**src/hdl/aip_params.svh**
```systemverilog
`ifndef AIP_PARAMS_SVH
`define AIP_PARAMS_SVH

// Datapath widths
`define AIP_DATA_WIDTH     32
`define AIP_CODE_WIDTH     5
`define AIP_MEM_ADDR_WIDTH 5  // 32 words per memory
`define AIP_STATUS_WIDTH   8

`define AIP_IP_ID 32'h0000_0001

// Host configuration codes
`define AIP_CODE_MEMIN0_DATA 5'd0
`define AIP_CODE_MEMIN0_ADDR 5'd1
`define AIP_CODE_MEMIN1_DATA 5'd2
`define AIP_CODE_MEMIN1_ADDR 5'd3
`define AIP_CODE_MEMOUT_DATA 5'd4
`define AIP_CODE_MEMOUT_ADDR 5'd5
`define AIP_CODE_CONF_DATA   5'd6

// Code 7 left free
`define AIP_CODE_STATUS      5'd30
`define AIP_CODE_ID          5'd31

`endif

```
**src/hdl/aipPkg.sv**
```systemverilog
`default_nettype none

`include "aip_params.svh"

package aipPkg;

  typedef logic [`AIP_DATA_WIDTH-1:0]     data_t;
  typedef logic [`AIP_CODE_WIDTH-1:0]     code_t;
  typedef logic [`AIP_MEM_ADDR_WIDTH-1:0] memAddr_t;
  typedef logic [`AIP_STATUS_WIDTH-1:0]   statusBits_t;

  // Status word seen by a host read
  typedef struct packed {
    logic [`AIP_DATA_WIDTH-3*`AIP_STATUS_WIDTH-1:0] zero;
    statusBits_t mask;
    statusBits_t flags;   // Pending interrupts
    statusBits_t status;  // Live core status
  } statusRead_t;

  // Same word as written by the host
  typedef struct packed {
    logic [`AIP_DATA_WIDTH-3*`AIP_STATUS_WIDTH-1:0] unusedHi;
    statusBits_t newMask;
    statusBits_t clear;
    statusBits_t unusedLo;
  } statusWrite_t;

  typedef union packed {
    statusRead_t  rd;
    statusWrite_t wr;
  } statusWord_u;

  typedef enum logic [1:0] {
    SEL_MEMOUT = 2'd0,
    SEL_STATUS = 2'd1,
    SEL_ID     = 2'd2
  } readSel_t;

endpackage

`default_nettype wire

```
**src/hdl/aipHostDecode.sv**
```systemverilog
`timescale 1ns/1ps
`default_nettype none

`include "aip_params.svh"

module aipHostDecode import aipPkg::*; (
  input  wire logic clk,
  input  wire logic rst,
  input  wire logic en_i,
  input  code_t     configAIP_i,
  input  wire logic writeAIP_i,
  input  wire logic readAIP_i,
  input  data_t     dataInAIP_i,
  output logic      wrEnMemIn0_o,
  output logic      wrEnMemIn1_o,
  output memAddr_t  wrAddrMemIn0_o,
  output memAddr_t  wrAddrMemIn1_o,
  output memAddr_t  rdAddrMemOut_o,
  output logic      wrEnConf_o,
  output logic      wrEnStatus_o,
  output readSel_t  readSel_o
);

  logic     ldPtrIn0;
  logic     ldPtrIn1;
  logic     ldPtrOut;
  logic     rdMemOut;
  memAddr_t newPtr;
  memAddr_t ptrIn0;
  memAddr_t ptrIn1;
  memAddr_t ptrOut;

  // Load takes priority over increment, wraps naturally
  function automatic memAddr_t nextPtr(input memAddr_t ptr, input logic load,
                                       input logic inc, input memAddr_t loadVal);
    memAddr_t res;
    res = ptr;
    if (load)
      res = loadVal;
    else if (inc)
      res = ptr + 1'b1;
    return res;
  endfunction

  assign newPtr = dataInAIP_i[`AIP_MEM_ADDR_WIDTH-1:0];

  assign wrEnMemIn0_o = writeAIP_i && (configAIP_i == `AIP_CODE_MEMIN0_DATA);
  assign wrEnMemIn1_o = writeAIP_i && (configAIP_i == `AIP_CODE_MEMIN1_DATA);
  assign wrEnConf_o   = writeAIP_i && (configAIP_i == `AIP_CODE_CONF_DATA);
  assign wrEnStatus_o = writeAIP_i && (configAIP_i == `AIP_CODE_STATUS);

  assign ldPtrIn0 = writeAIP_i && (configAIP_i == `AIP_CODE_MEMIN0_ADDR);
  assign ldPtrIn1 = writeAIP_i && (configAIP_i == `AIP_CODE_MEMIN1_ADDR);
  assign ldPtrOut = writeAIP_i && (configAIP_i == `AIP_CODE_MEMOUT_ADDR);
  assign rdMemOut = readAIP_i && (configAIP_i == `AIP_CODE_MEMOUT_DATA);  // Read pop

  // Unmapped codes fall through to the ID
  assign readSel_o = (configAIP_i == `AIP_CODE_MEMOUT_DATA) ? SEL_MEMOUT :
                     (configAIP_i == `AIP_CODE_STATUS)      ? SEL_STATUS : SEL_ID;

  always_ff @(posedge clk or negedge rst) begin
    if (!rst) begin
      ptrIn0 <= '0;
      ptrIn1 <= '0;
      ptrOut <= '0;
    end else if (en_i) begin
      ptrIn0 <= nextPtr(ptrIn0, ldPtrIn0, wrEnMemIn0_o, newPtr);
      ptrIn1 <= nextPtr(ptrIn1, ldPtrIn1, wrEnMemIn1_o, newPtr);
      ptrOut <= nextPtr(ptrOut, ldPtrOut, rdMemOut, newPtr);
    end
  end

  assign wrAddrMemIn0_o = ptrIn0;
  assign wrAddrMemIn1_o = ptrIn1;
  assign rdAddrMemOut_o = ptrOut;

  // Host strobes need a defined target
  knownCode: assert property (@(posedge clk) disable iff (!rst)
    (writeAIP_i || readAIP_i) |-> !$isunknown(configAIP_i));

endmodule

`default_nettype wire

```
**src/hdl/aipBuffers.sv**
```systemverilog
`timescale 1ns/1ps
`default_nettype none

`include "aip_params.svh"

module aipBuffers import aipPkg::*; (
  input  wire logic clk,
  input  wire logic rst,
  input  data_t     dataInAIP_i,
  input  wire logic wrEnMemIn0_i,
  input  wire logic wrEnMemIn1_i,
  input  memAddr_t  wrAddrMemIn0_i,
  input  memAddr_t  wrAddrMemIn1_i,
  input  memAddr_t  rdAddrMemIn0_i,
  input  memAddr_t  rdAddrMemIn1_i,
  input  wire logic wrEnConf_i,
  input  data_t     wrDataMemOut_i,
  input  memAddr_t  wrAddrMemOut_i,
  input  wire logic wrEnMemOut_i,
  input  memAddr_t  rdAddrMemOut_i,
  output data_t     rdDataMemIn0_o,
  output data_t     rdDataMemIn1_o,
  output data_t     rdDataMemOut_o,
  output data_t     rdDataConfigReg_o
);

  localparam int memDepth = 2 ** `AIP_MEM_ADDR_WIDTH;

  data_t memIn0 [0:memDepth-1];
  data_t memIn1 [0:memDepth-1];
  data_t memOut [0:memDepth-1];
  data_t confReg;

  // Host side fills the inputs
  always_ff @(posedge clk) begin
    if (wrEnMemIn0_i)
      memIn0[wrAddrMemIn0_i] <= dataInAIP_i;
  end

  always_ff @(posedge clk) begin
    if (wrEnMemIn1_i)
      memIn1[wrAddrMemIn1_i] <= dataInAIP_i;
  end

  always_ff @(posedge clk) begin
    if (wrEnMemOut_i)
      memOut[wrAddrMemOut_i] <= wrDataMemOut_i;  // Core results
  end

  always_ff @(posedge clk or negedge rst) begin
    if (!rst)
      confReg <= '0;
    else if (wrEnConf_i)
      confReg <= dataInAIP_i;
  end

  // Asynchronous reads
  assign rdDataMemIn0_o    = memIn0[rdAddrMemIn0_i];
  assign rdDataMemIn1_o    = memIn1[rdAddrMemIn1_i];
  assign rdDataMemOut_o    = memOut[rdAddrMemOut_i];
  assign rdDataConfigReg_o = confReg;

  // Enables come from both decode and core
  knownWrEn: assert property (@(posedge clk) disable iff (!rst)
    !$isunknown({wrEnMemIn0_i, wrEnMemIn1_i, wrEnMemOut_i, wrEnConf_i}));

endmodule

`default_nettype wire

```
**src/hdl/aipReadback.sv**
```systemverilog
`timescale 1ns/1ps
`default_nettype none

`include "aip_params.svh"

module aipReadback import aipPkg::*; (
  input  wire logic  clk,
  input  wire logic  rst,
  input  readSel_t   readSel_i,
  input  wire logic  wrEnStatus_i,
  input  data_t      dataInAIP_i,
  input  statusBits_t statusIPcore_i,
  input  statusBits_t intIPCore_i,
  input  data_t      rdDataMemOut_i,
  output data_t      dataOutAIP_o,
  output logic       intAIP_o
);

  statusWord_u hostWord;
  statusWord_u rdWord;
  statusBits_t flagReg;
  statusBits_t maskReg;
  statusBits_t clearBits;
  statusBits_t flagNext;
  logic        intReg;
  logic        clearsAll;

  assign hostWord = dataInAIP_i;

  assign clearBits = wrEnStatus_i ? hostWord.wr.clear : '0;
  assign flagNext  = (flagReg & ~clearBits) | intIPCore_i;  // New set beats clear

  always_ff @(posedge clk or negedge rst) begin
    if (!rst) begin
      flagReg <= '0;
      maskReg <= '0;
      intReg  <= 1'b0;
    end else begin
      flagReg <= flagNext;
      if (wrEnStatus_i)
        maskReg <= hostWord.wr.newMask;
      intReg <= |(flagReg & maskReg);
    end
  end

  assign intAIP_o = intReg;

  always_comb begin
    rdWord           = '0;
    rdWord.rd.status = statusIPcore_i;
    rdWord.rd.flags  = flagReg;
    rdWord.rd.mask   = maskReg;
  end

  always_comb begin
    case (readSel_i)
      SEL_MEMOUT: dataOutAIP_o = rdDataMemOut_i;
      SEL_STATUS: dataOutAIP_o = rdWord;
      default:    dataOutAIP_o = `AIP_IP_ID;
    endcase
  end

  // Status write leaving no masked flag, no new interrupt
  assign clearsAll = wrEnStatus_i && (intIPCore_i == '0) &&
                     ((flagReg & ~hostWord.wr.clear & hostWord.wr.newMask) == '0);

  // Request drops two cycles after such a write
  intClear: assert property (@(posedge clk) disable iff (!rst)
    $past(clearsAll, 2) |-> !intAIP_o);

endmodule

`default_nettype wire

```
**src/hdl/aipTop.sv**
```systemverilog
`timescale 1ns/1ps
`default_nettype none

module aipTop import aipPkg::*; (
  input  wire logic  clk,
  input  wire logic  rst,
  input  wire logic  en_i,
  // Host
  input  code_t      configAIP_i,
  input  data_t      dataInAIP_i,
  input  wire logic  writeAIP_i,
  input  wire logic  readAIP_i,
  input  wire logic  startAIP_i,
  output data_t      dataOutAIP_o,
  output logic       intAIP_o,
  // IP core
  input  memAddr_t   rdAddrMemIn0_i,
  input  memAddr_t   rdAddrMemIn1_i,
  input  data_t      wrDataMemOut_i,
  input  memAddr_t   wrAddrMemOut_i,
  input  wire logic  wrEnMemOut_i,
  input  statusBits_t statusIPcore_i,
  input  statusBits_t intIPCore_i,
  output data_t      rdDataMemIn0_o,
  output data_t      rdDataMemIn1_o,
  output data_t      rdDataConfigReg_o,
  output logic       startIPcore_o
);

  logic     wrEnMemIn0;
  logic     wrEnMemIn1;
  memAddr_t wrAddrMemIn0;
  memAddr_t wrAddrMemIn1;
  memAddr_t rdAddrMemOut;
  logic     wrEnConf;
  logic     wrEnStatus;
  readSel_t readSel;
  data_t    rdDataMemOut;

  assign startIPcore_o = startAIP_i;  // Straight to the core

  aipHostDecode decode_i (
    .clk            (clk),
    .rst            (rst),
    .en_i           (en_i),
    .configAIP_i    (configAIP_i),
    .writeAIP_i     (writeAIP_i),
    .readAIP_i      (readAIP_i),
    .dataInAIP_i    (dataInAIP_i),
    .wrEnMemIn0_o   (wrEnMemIn0),
    .wrEnMemIn1_o   (wrEnMemIn1),
    .wrAddrMemIn0_o (wrAddrMemIn0),
    .wrAddrMemIn1_o (wrAddrMemIn1),
    .rdAddrMemOut_o (rdAddrMemOut),
    .wrEnConf_o     (wrEnConf),
    .wrEnStatus_o   (wrEnStatus),
    .readSel_o      (readSel)
  );

  aipBuffers buffers_i (
    .clk               (clk),
    .rst               (rst),
    .dataInAIP_i       (dataInAIP_i),
    .wrEnMemIn0_i      (wrEnMemIn0),
    .wrEnMemIn1_i      (wrEnMemIn1),
    .wrAddrMemIn0_i    (wrAddrMemIn0),
    .wrAddrMemIn1_i    (wrAddrMemIn1),
    .rdAddrMemIn0_i    (rdAddrMemIn0_i),
    .rdAddrMemIn1_i    (rdAddrMemIn1_i),
    .wrEnConf_i        (wrEnConf),
    .wrDataMemOut_i    (wrDataMemOut_i),
    .wrAddrMemOut_i    (wrAddrMemOut_i),
    .wrEnMemOut_i      (wrEnMemOut_i),
    .rdAddrMemOut_i    (rdAddrMemOut),
    .rdDataMemIn0_o    (rdDataMemIn0_o),
    .rdDataMemIn1_o    (rdDataMemIn1_o),
    .rdDataMemOut_o    (rdDataMemOut),
    .rdDataConfigReg_o (rdDataConfigReg_o)
  );

  aipReadback readback_i (
    .clk            (clk),
    .rst            (rst),
    .readSel_i      (readSel),
    .wrEnStatus_i   (wrEnStatus),
    .dataInAIP_i    (dataInAIP_i),
    .statusIPcore_i (statusIPcore_i),
    .intIPCore_i    (intIPCore_i),
    .rdDataMemOut_i (rdDataMemOut),
    .dataOutAIP_o   (dataOutAIP_o),
    .intAIP_o       (intAIP_o)
  );

endmodule

`default_nettype wire

```
**config.mk**
```make
export PLATFORM = sky130hd
export DESIGN_NAME = aipTop
export DESIGN_NICKNAME = d
export VERILOG_FILES = /design/src/hdl/aipPkg.sv /design/src/hdl/aipHostDecode.sv /design/src/hdl/aipBuffers.sv /design/src/hdl/aipReadback.sv /design/src/hdl/aipTop.sv
export VERILOG_INCLUDE_DIRS = /design/src /design/src/hdl
export SDC_FILE = /design/constraint.sdc
export NUM_CORES = 2
export LEC_CHECK = 0
export BUFFER_PORTS_ARGS = -buffer_cell sky130_fd_sc_hd__buf_2
export CORE_MARGIN = 1.5
export CORE_UTILIZATION = 45
export CTS_BUF_LIST = sky130_fd_sc_hd__clkbuf_8
export CTS_CLUSTER_SIZE = 40
export DETAILED_ROUTE_END_ITERATION = 6
export PLACE_DENSITY = 0.75
export SLEW_MARGIN = 20
export SYNTH_ARGS = -nofsm -noshare
export SYNTH_HDL_FRONTEND = slang
export SYNTH_SLANG_ARGS = --single-unit
```
**constraint.sdc**
```tcl
create_clock -name clk -period 2.77 [get_ports clk]
set_input_delay 0.4155 -clock clk [delete_from_list [all_inputs] [get_ports clk]]
set_output_delay 0.4155 -clock clk [all_outputs]
set_load 0.01 [all_outputs]
```
After elaboration in Yosys (flattened, before gate mapping)
Memory sizes are Yosys's and may differ from the RTL's.
Cells that the tools add are included.
{ "totals": {"memories": 3, "inputBits": 107, "output_inout_bits": 130, "register_bits": 64, "mem_bits_rw": 3072} }
{ "classes": {"n_addsub": 3, "n_eq_ne": 8, "reduce_logical": 17, "bitwise_logic": 4, "mux": 16} }
{ "memory_table": {"columns": ["memory", "depth", "width", "read_ports", "rd_ports_with_merged_regs", "write_ports", "line_no", "text"], "rows": [
  ["buffers_i.memIn0", 32, 32, 1, 0, 1, "aipBuffers.sv:29", "data_t memIn0 [0:memDepth-1];"],
  ["buffers_i.memIn1", 32, 32, 1, 0, 1, "aipBuffers.sv:30", "data_t memIn1 [0:memDepth-1];"],
  ["buffers_i.memOut", 32, 32, 1, 0, 1, "aipBuffers.sv:31", "data_t memOut [0:memDepth-1];"]
]} }
{ "ops": {"columns": ["cell", "count"], "rows": [
  ["$pmux 32 s2", 1],
  ["$mux 5", 6],
  ["$and 8x8->8", 2],
  ["$add 5x1->5 const B", 3],
  ["$eq 5x3->1 const B", 3],
  ["$eq 5x2->1 const B", 2],
  ["$logic_and 1x1->1", 8],
  ["$mux 8", 1],
  ["$not 8->8", 1],
  ["$or 8x8->8", 1],
  ["$reduce_or 8->1", 1],
  ["$mux 1", 6],
  ["$reduce_and 2->1", 3],
  ["$reduce_bool 2->1", 3],
  ["$eq 5x1->1 const B", 1],
  ["$eq 5x5->1 const B", 1],
  ["$logic_not 5->1", 1],
  ["$mux 2", 2],
  ["$eq 2x1->1 const B", 1],
  ["$logic_not 2->1", 1]
]} }

Longest topological paths before layout
{ "depth": {"depth_word": 6, "mapped_depth": 8, "ltp_nobuf": 5} }

Hierarchy
A second synthesis with hierarchy kept.
{ "hier_totals": {"cells_unflattened": 6982, "area_unflattened_um2": 123065.5} }
{ "modules_own_cells": {"columns": ["mod", "cells_each", "area_each_um2", "instances"], "rows": [
  ["aipBuffers", 6752, 120855.9, 1],
  ["aipReadback", 111, 1122.3, 1],
  ["aipHostDecode", 118, 1079.8, 1],
  ["aipTop", 1, 7.5, 1]
]} }

Worst setup path after synthesis
No wires, ideal clock.
{ "synth_timing": {"path_type": "input port to flip-flop", "start": "in configAIP_i[4]", "end": "mem buffers_i.memIn1[15][0] in the netlist's numbering, enable pin", "path_stages": 5, "arrival_time_ns": 2.789, "required_ns": 2.349, "path_slack_ns": -0.440, "path_cell_list": "clkbuf_1 > nor4b_1 > and2_1 > nand2_1 > nor2_1"} }
{ "synth_via": {"elab_chain_len": 4} }
{ "synth_lines": {"columns": ["element", "line_no", "text"], "rows": [
  ["start, declared", "aipTop.sv:9", "input code_t configAIP_i,"],
  ["$eq 5x2->1 (no source line)", null, null],
  ["$logic_and 1x1->1", "aipHostDecode.sv:48", "assign wrEnMemIn1_o = writeAIP_i && (configAIP_i == `AIP_CODE_MEMIN1_DATA);"],
  ["$mux 1", "aipBuffers.sv:41", "if (wrEnMemIn1_i)"],
  ["$mux 1 (implied by the code)", "aipBuffers.sv:42", "memIn1[wrAddrMemIn1_i] <= dataInAIP_i;"],
  ["end, declared", "aipBuffers.sv:30", null]
]} }
Every way passes these cells.

Final worst setup path
{ "layout_timing": {"start": "reg decode_i.ptrOut[0] (netlist: decode_i.rdAddrMemOut_o[0])", "end": "out dataOutAIP_o[10]"} }
{ "layout_via": {"elab_chain_len": 2} }
{ "layout_lines": {"columns": ["element", "line_no", "text"], "rows": [
  ["start, declared", "aipHostDecode.sv:31", "memAddr_t ptrOut;"],
  ["start signal, assigned", "aipHostDecode.sv:69", "ptrOut <= nextPtr(ptrOut, ldPtrOut, rdMemOut, newPtr);"],
  ["$mem_v2 32x32", null, null],
  ["$pmux 32 s2", "aipReadback.sv:56", "case (readSel_i)"],
  ["end, declared", "aipTop.sv:14", "output data_t dataOutAIP_o,"]
]} }
Every way passes these cells.

==> qor.yml <==
status:
  outcome: "finished, violations left"
  violations: "setup timing"
final_layout:
  fin_cells: 10062
  final_core_util: 0.5395
  seqCellArea_um2: 93860
  layout_common_cells: "edfxtp_1, mux4_2, clkbuf_8, buf_4, buf_12"
  fill_cells: 19120
  layout_commonest_cell: "edfxtp_1"
  area_growth_pct: 18.97
  drive_gt1_frac: 0.3951
  multi_input_area_um2: 26790
  fin_nets: 6256
setup_path:
  cp-end-kind: "output pin"
  cpPeakStageDelay_ns: 0.49
  crit_arrival_ns: 3.33
  reg2reg_depth: 9
  crit_top_cell: "buf_12"
  crit_chain: "buf_12, buf_12, clkbuf_16, mux2_2, a221oi_2, o2111ai_2, and3_1, buf_6, buf_2"
  crit_required_ns: 2.35
  cpMaxStageDelayCell: "dfrtp_4"
  crit_type: "reg -> out"
  path_max_fanout: 8
  critPathLaunchType: "flop"
clock_network:
  path_clk_slew_ns: 0.05
  clock_path_buffers: 4
  cts_num_sinks: 3136
  clk_latency_ns: 1.09
  cts_root_buf: "clkbuf_8"
  cts_tree: "built"
  cts_max_level: 5
  numCtsBuffers: 467
synth:
  yosysSeqAreaShare: 0.7787
  netlist_area_um2: 120500
  ys_ff_latch: 3136
  synth-warning-count: 0
  yosysUniqueCellTypes: 56
  synth_edf_count: 3072
  ys.flop_type: "edfxtp_1"
  synth_nets: 5236
  syn_avg_cell_area_um2: 23.54
  async_flop_share: 0.02041
  synthCells: 5120
timing:
  slew_viol_final: 0
  holdWs_ns: 0.01357
  rsz0062_at_grt: "true"
  clock.fmax_mhz: 267.2
  worst_slack_ns: -0.9719
  relSlewSlack: 0.2107
  finalHoldViolations: 0
  post-route-min-period_ns: 3.742
  worst_slew_pin_slew_ns: 1.184
  period_share: 1.351
  fin_skew_ns: 0.1333
  setup_viol: 96
power:
  ir_drop_uv: 398.4
  leakage_nw: 46.40
  p_per_area_nw_per_um2: 670.1
  power_mw: 96.09
placement:
  pre_cts_ws_ns: -0.2061
  dp_hpwl_um: 180900
  port_buffers: 234
  gp_congestion: 0.8017
  place_inst: 9071
grt:
  top_usage_layer: "met2"
  use_met1: 0.2994
  grt_pass1_vias: 61328
  grt_max_degree: 66
  use_met3: 0.04613
  grtUsageTotal: 0.2239
  grt_pass1_wl_um: 436500
  antenna_found_initial: 29
  use_met2: 0.3723
  grt-ovfl-total: 0
route:
  drt_first_pass_iters: 7
  drc_errors: 0
  wire_per_inst_um: 30.81
  drt_iter0_drc: 7750
  ant_nets: 0
  num_vias: 60750
  avgViaCountPerCell: 6.038
  routed_wl_um: 310000
floorplan:
  initial_utilization: 0.4534
  io_pins: 237
  dieArea_um2: 270900
  fp.coreArea_um2: 265800
  rows: 189
  die_width_um: 520.5
  die_h_um: 520.5
hold_path:
  hp-class: "in -> reg"
  min_path_cells: 2
job:
  maxCapViolations: 0
state kept, by name, summed over array words and instances (netlist names):
register	cells
buffers_i.memIn0	1024
buffers_i.rdDataConfigReg_o	32
readback_i.intAIP_o	1
decode_i.rdAddrMemOut_o	5
buffers_i.memIn1	1024
decode_i.wrAddrMemIn1_o	5
buffers_i.memOut	1024
readback_i.flagReg	8
readback_i.maskReg	8
decode_i.wrAddrMemIn0_o	5
critical path: cells and delay by family, from the launching register on:
family | cells | cell delay, ns
buffers and inverters | 5 | 0.75
AOI/OAI and AO/OA | 2 | 0.60
DFF | 1 | 0.49
muxes | 1 | 0.29
and+or+nand+nor | 1 | 0.24
per-layer routing:
metal  wire length [um]  vias up  share of wire
met2             154000     3846           0.50
met5                 83        -        0.00027
met3              33580      577           0.11
met1             112600    32114           0.36
met4               9723       14          0.031
li1                   -    24199              -
power breakdown:
part           leakage [nW]  switching (mW)  internal [mW]  total [mW]
Clock                  4.90            17.4           16.5        33.9
Sequential             28.4           0.201           52.4        52.6
Combinational          13.1            4.65           4.86        9.52
Total                  46.4            22.3           73.8        96.1
final timing paths:
kind | from | to | slack (ns)
worst min register to register | buffers_i.rdDataConfigReg_o[5]$_DFFE_PN0P_ | buffers_i.rdDataConfigReg_o[5]$_DFFE_PN0P_ | 0.50
worst max-delay path | decode_i.rdAddrMemOut_o[0]$_DFFE_PN0P_ | dataOutAIP_o[10] | -0.97
worst max register to register | decode_i.rdAddrMemOut_o[1]$_DFFE_PN0P_ | decode_i.rdAddrMemOut_o[4]$_DFFE_PN0P_ | 0.19
worst min-delay path | dataInAIP_i[23] | readback_i.maskReg[7]$_DFFE_PN0N_ | 0.01
max in group asynchronous | rst | buffers_i.rdDataConfigReg_o[6]$_DFFE_PN0P_ | 1.71
min in group asynchronous | rst | buffers_i.rdDataConfigReg_o[9]$_DFFE_PN0P_ | 0.50
kinds of logic (layout without fill, tap and decap cells):
| kind of cell | count (synthesis) | count (layout) | share of synthesized area |
|---|---|---|---|
| other | 0 | 14 | 0 |
| AND/OR/NAND/NOR | 314 | 314 | 0.01262 |
| multiplexers | 1147 | 1147 | 0.1817 |
| AO/OA/AOI/OAI | 225 | 225 | 0.01449 |
| adder cells (fa/ha/maj) | 9 | 9 | 0.0009343 |
| buffers and inverters | 289 | 1684 | 0.01161 |
| flip-flops | 3136 | 3136 | 0.7787 |
timing repair:
action                                  in CTS  in global routing
hold endpoints to repair                  1776                  0
hold buffers                                81                  0
buffers inserted                            18                 21
endpoints found under the setup margin      96                 96
cloned                                       5                 11
gates resized for setup                    219                110
pin swaps                                   21                 49
metrics by stage:
stage / setup TNS [ns] / cell area [um^2]
6_report: -60.01 / 143400
3_3_place_gp: -5.850 / 131900
3_5_place_dp: -6.569 / 131900
2_1_floorplan: -859.83 / 120500
5_1_grt: -68.22 / 143400
4_1_cts: -65.16 / 142400
cells in the mapped netlist (4+ instances only):
cell / n / area (um^2)
nor2_1: 112 / 420.4
nand4_1: 27 / 168.9
o21ai_0: 14 / 70.07
buf_4: 41 / 307.8
edfxtp_1: 3072 / 92250
nand3b_1: 13 / 97.59
or3b_2: 4 / 35.03
buf_2: 44 / 220.2
or3_1: 7 / 43.79
nor2b_1: 7 / 43.79
a22o_1: 6 / 52.55
and2_1: 5 / 31.28
a22oi_1: 10 / 75.07
a221oi_1: 27 / 236.5
a31oi_1: 4 / 25.02
clkbuf_1: 136 / 510.5
buf_1: 46 / 172.7
a222oi_1: 23 / 230.2
a21oi_1: 39 / 195.2
dfrtp_1: 64 / 1602
ha_1: 9 / 112.6
o2111ai_1: 46 / 402.9
nand3_1: 11 / 55.05
mux4_2: 807 / 18170
mux2_2: 253 / 2849
mux2i_1: 87 / 870.8
inv_1: 7 / 26.28
buf_6: 14 / 157.7
o221ai_1: 14 / 122.6
a21o_1: 8 / 60.06
a211oi_1: 15 / 112.6
and3_1: 28 / 175.2
nand2_1: 82 / 307.8
final cells by class:
type                       instances  area share
sequential                      3136      0.6546
timing repair buffer             832     0.06920
clock buffer                     481     0.04617
antenna                           14   0.0002443
tap                             3533     0.03083
clock inverter                   363     0.01193
inverter                           8   0.0002181
multi-input combinational       1695      0.1868
Power figures use the tool's default switching activity.
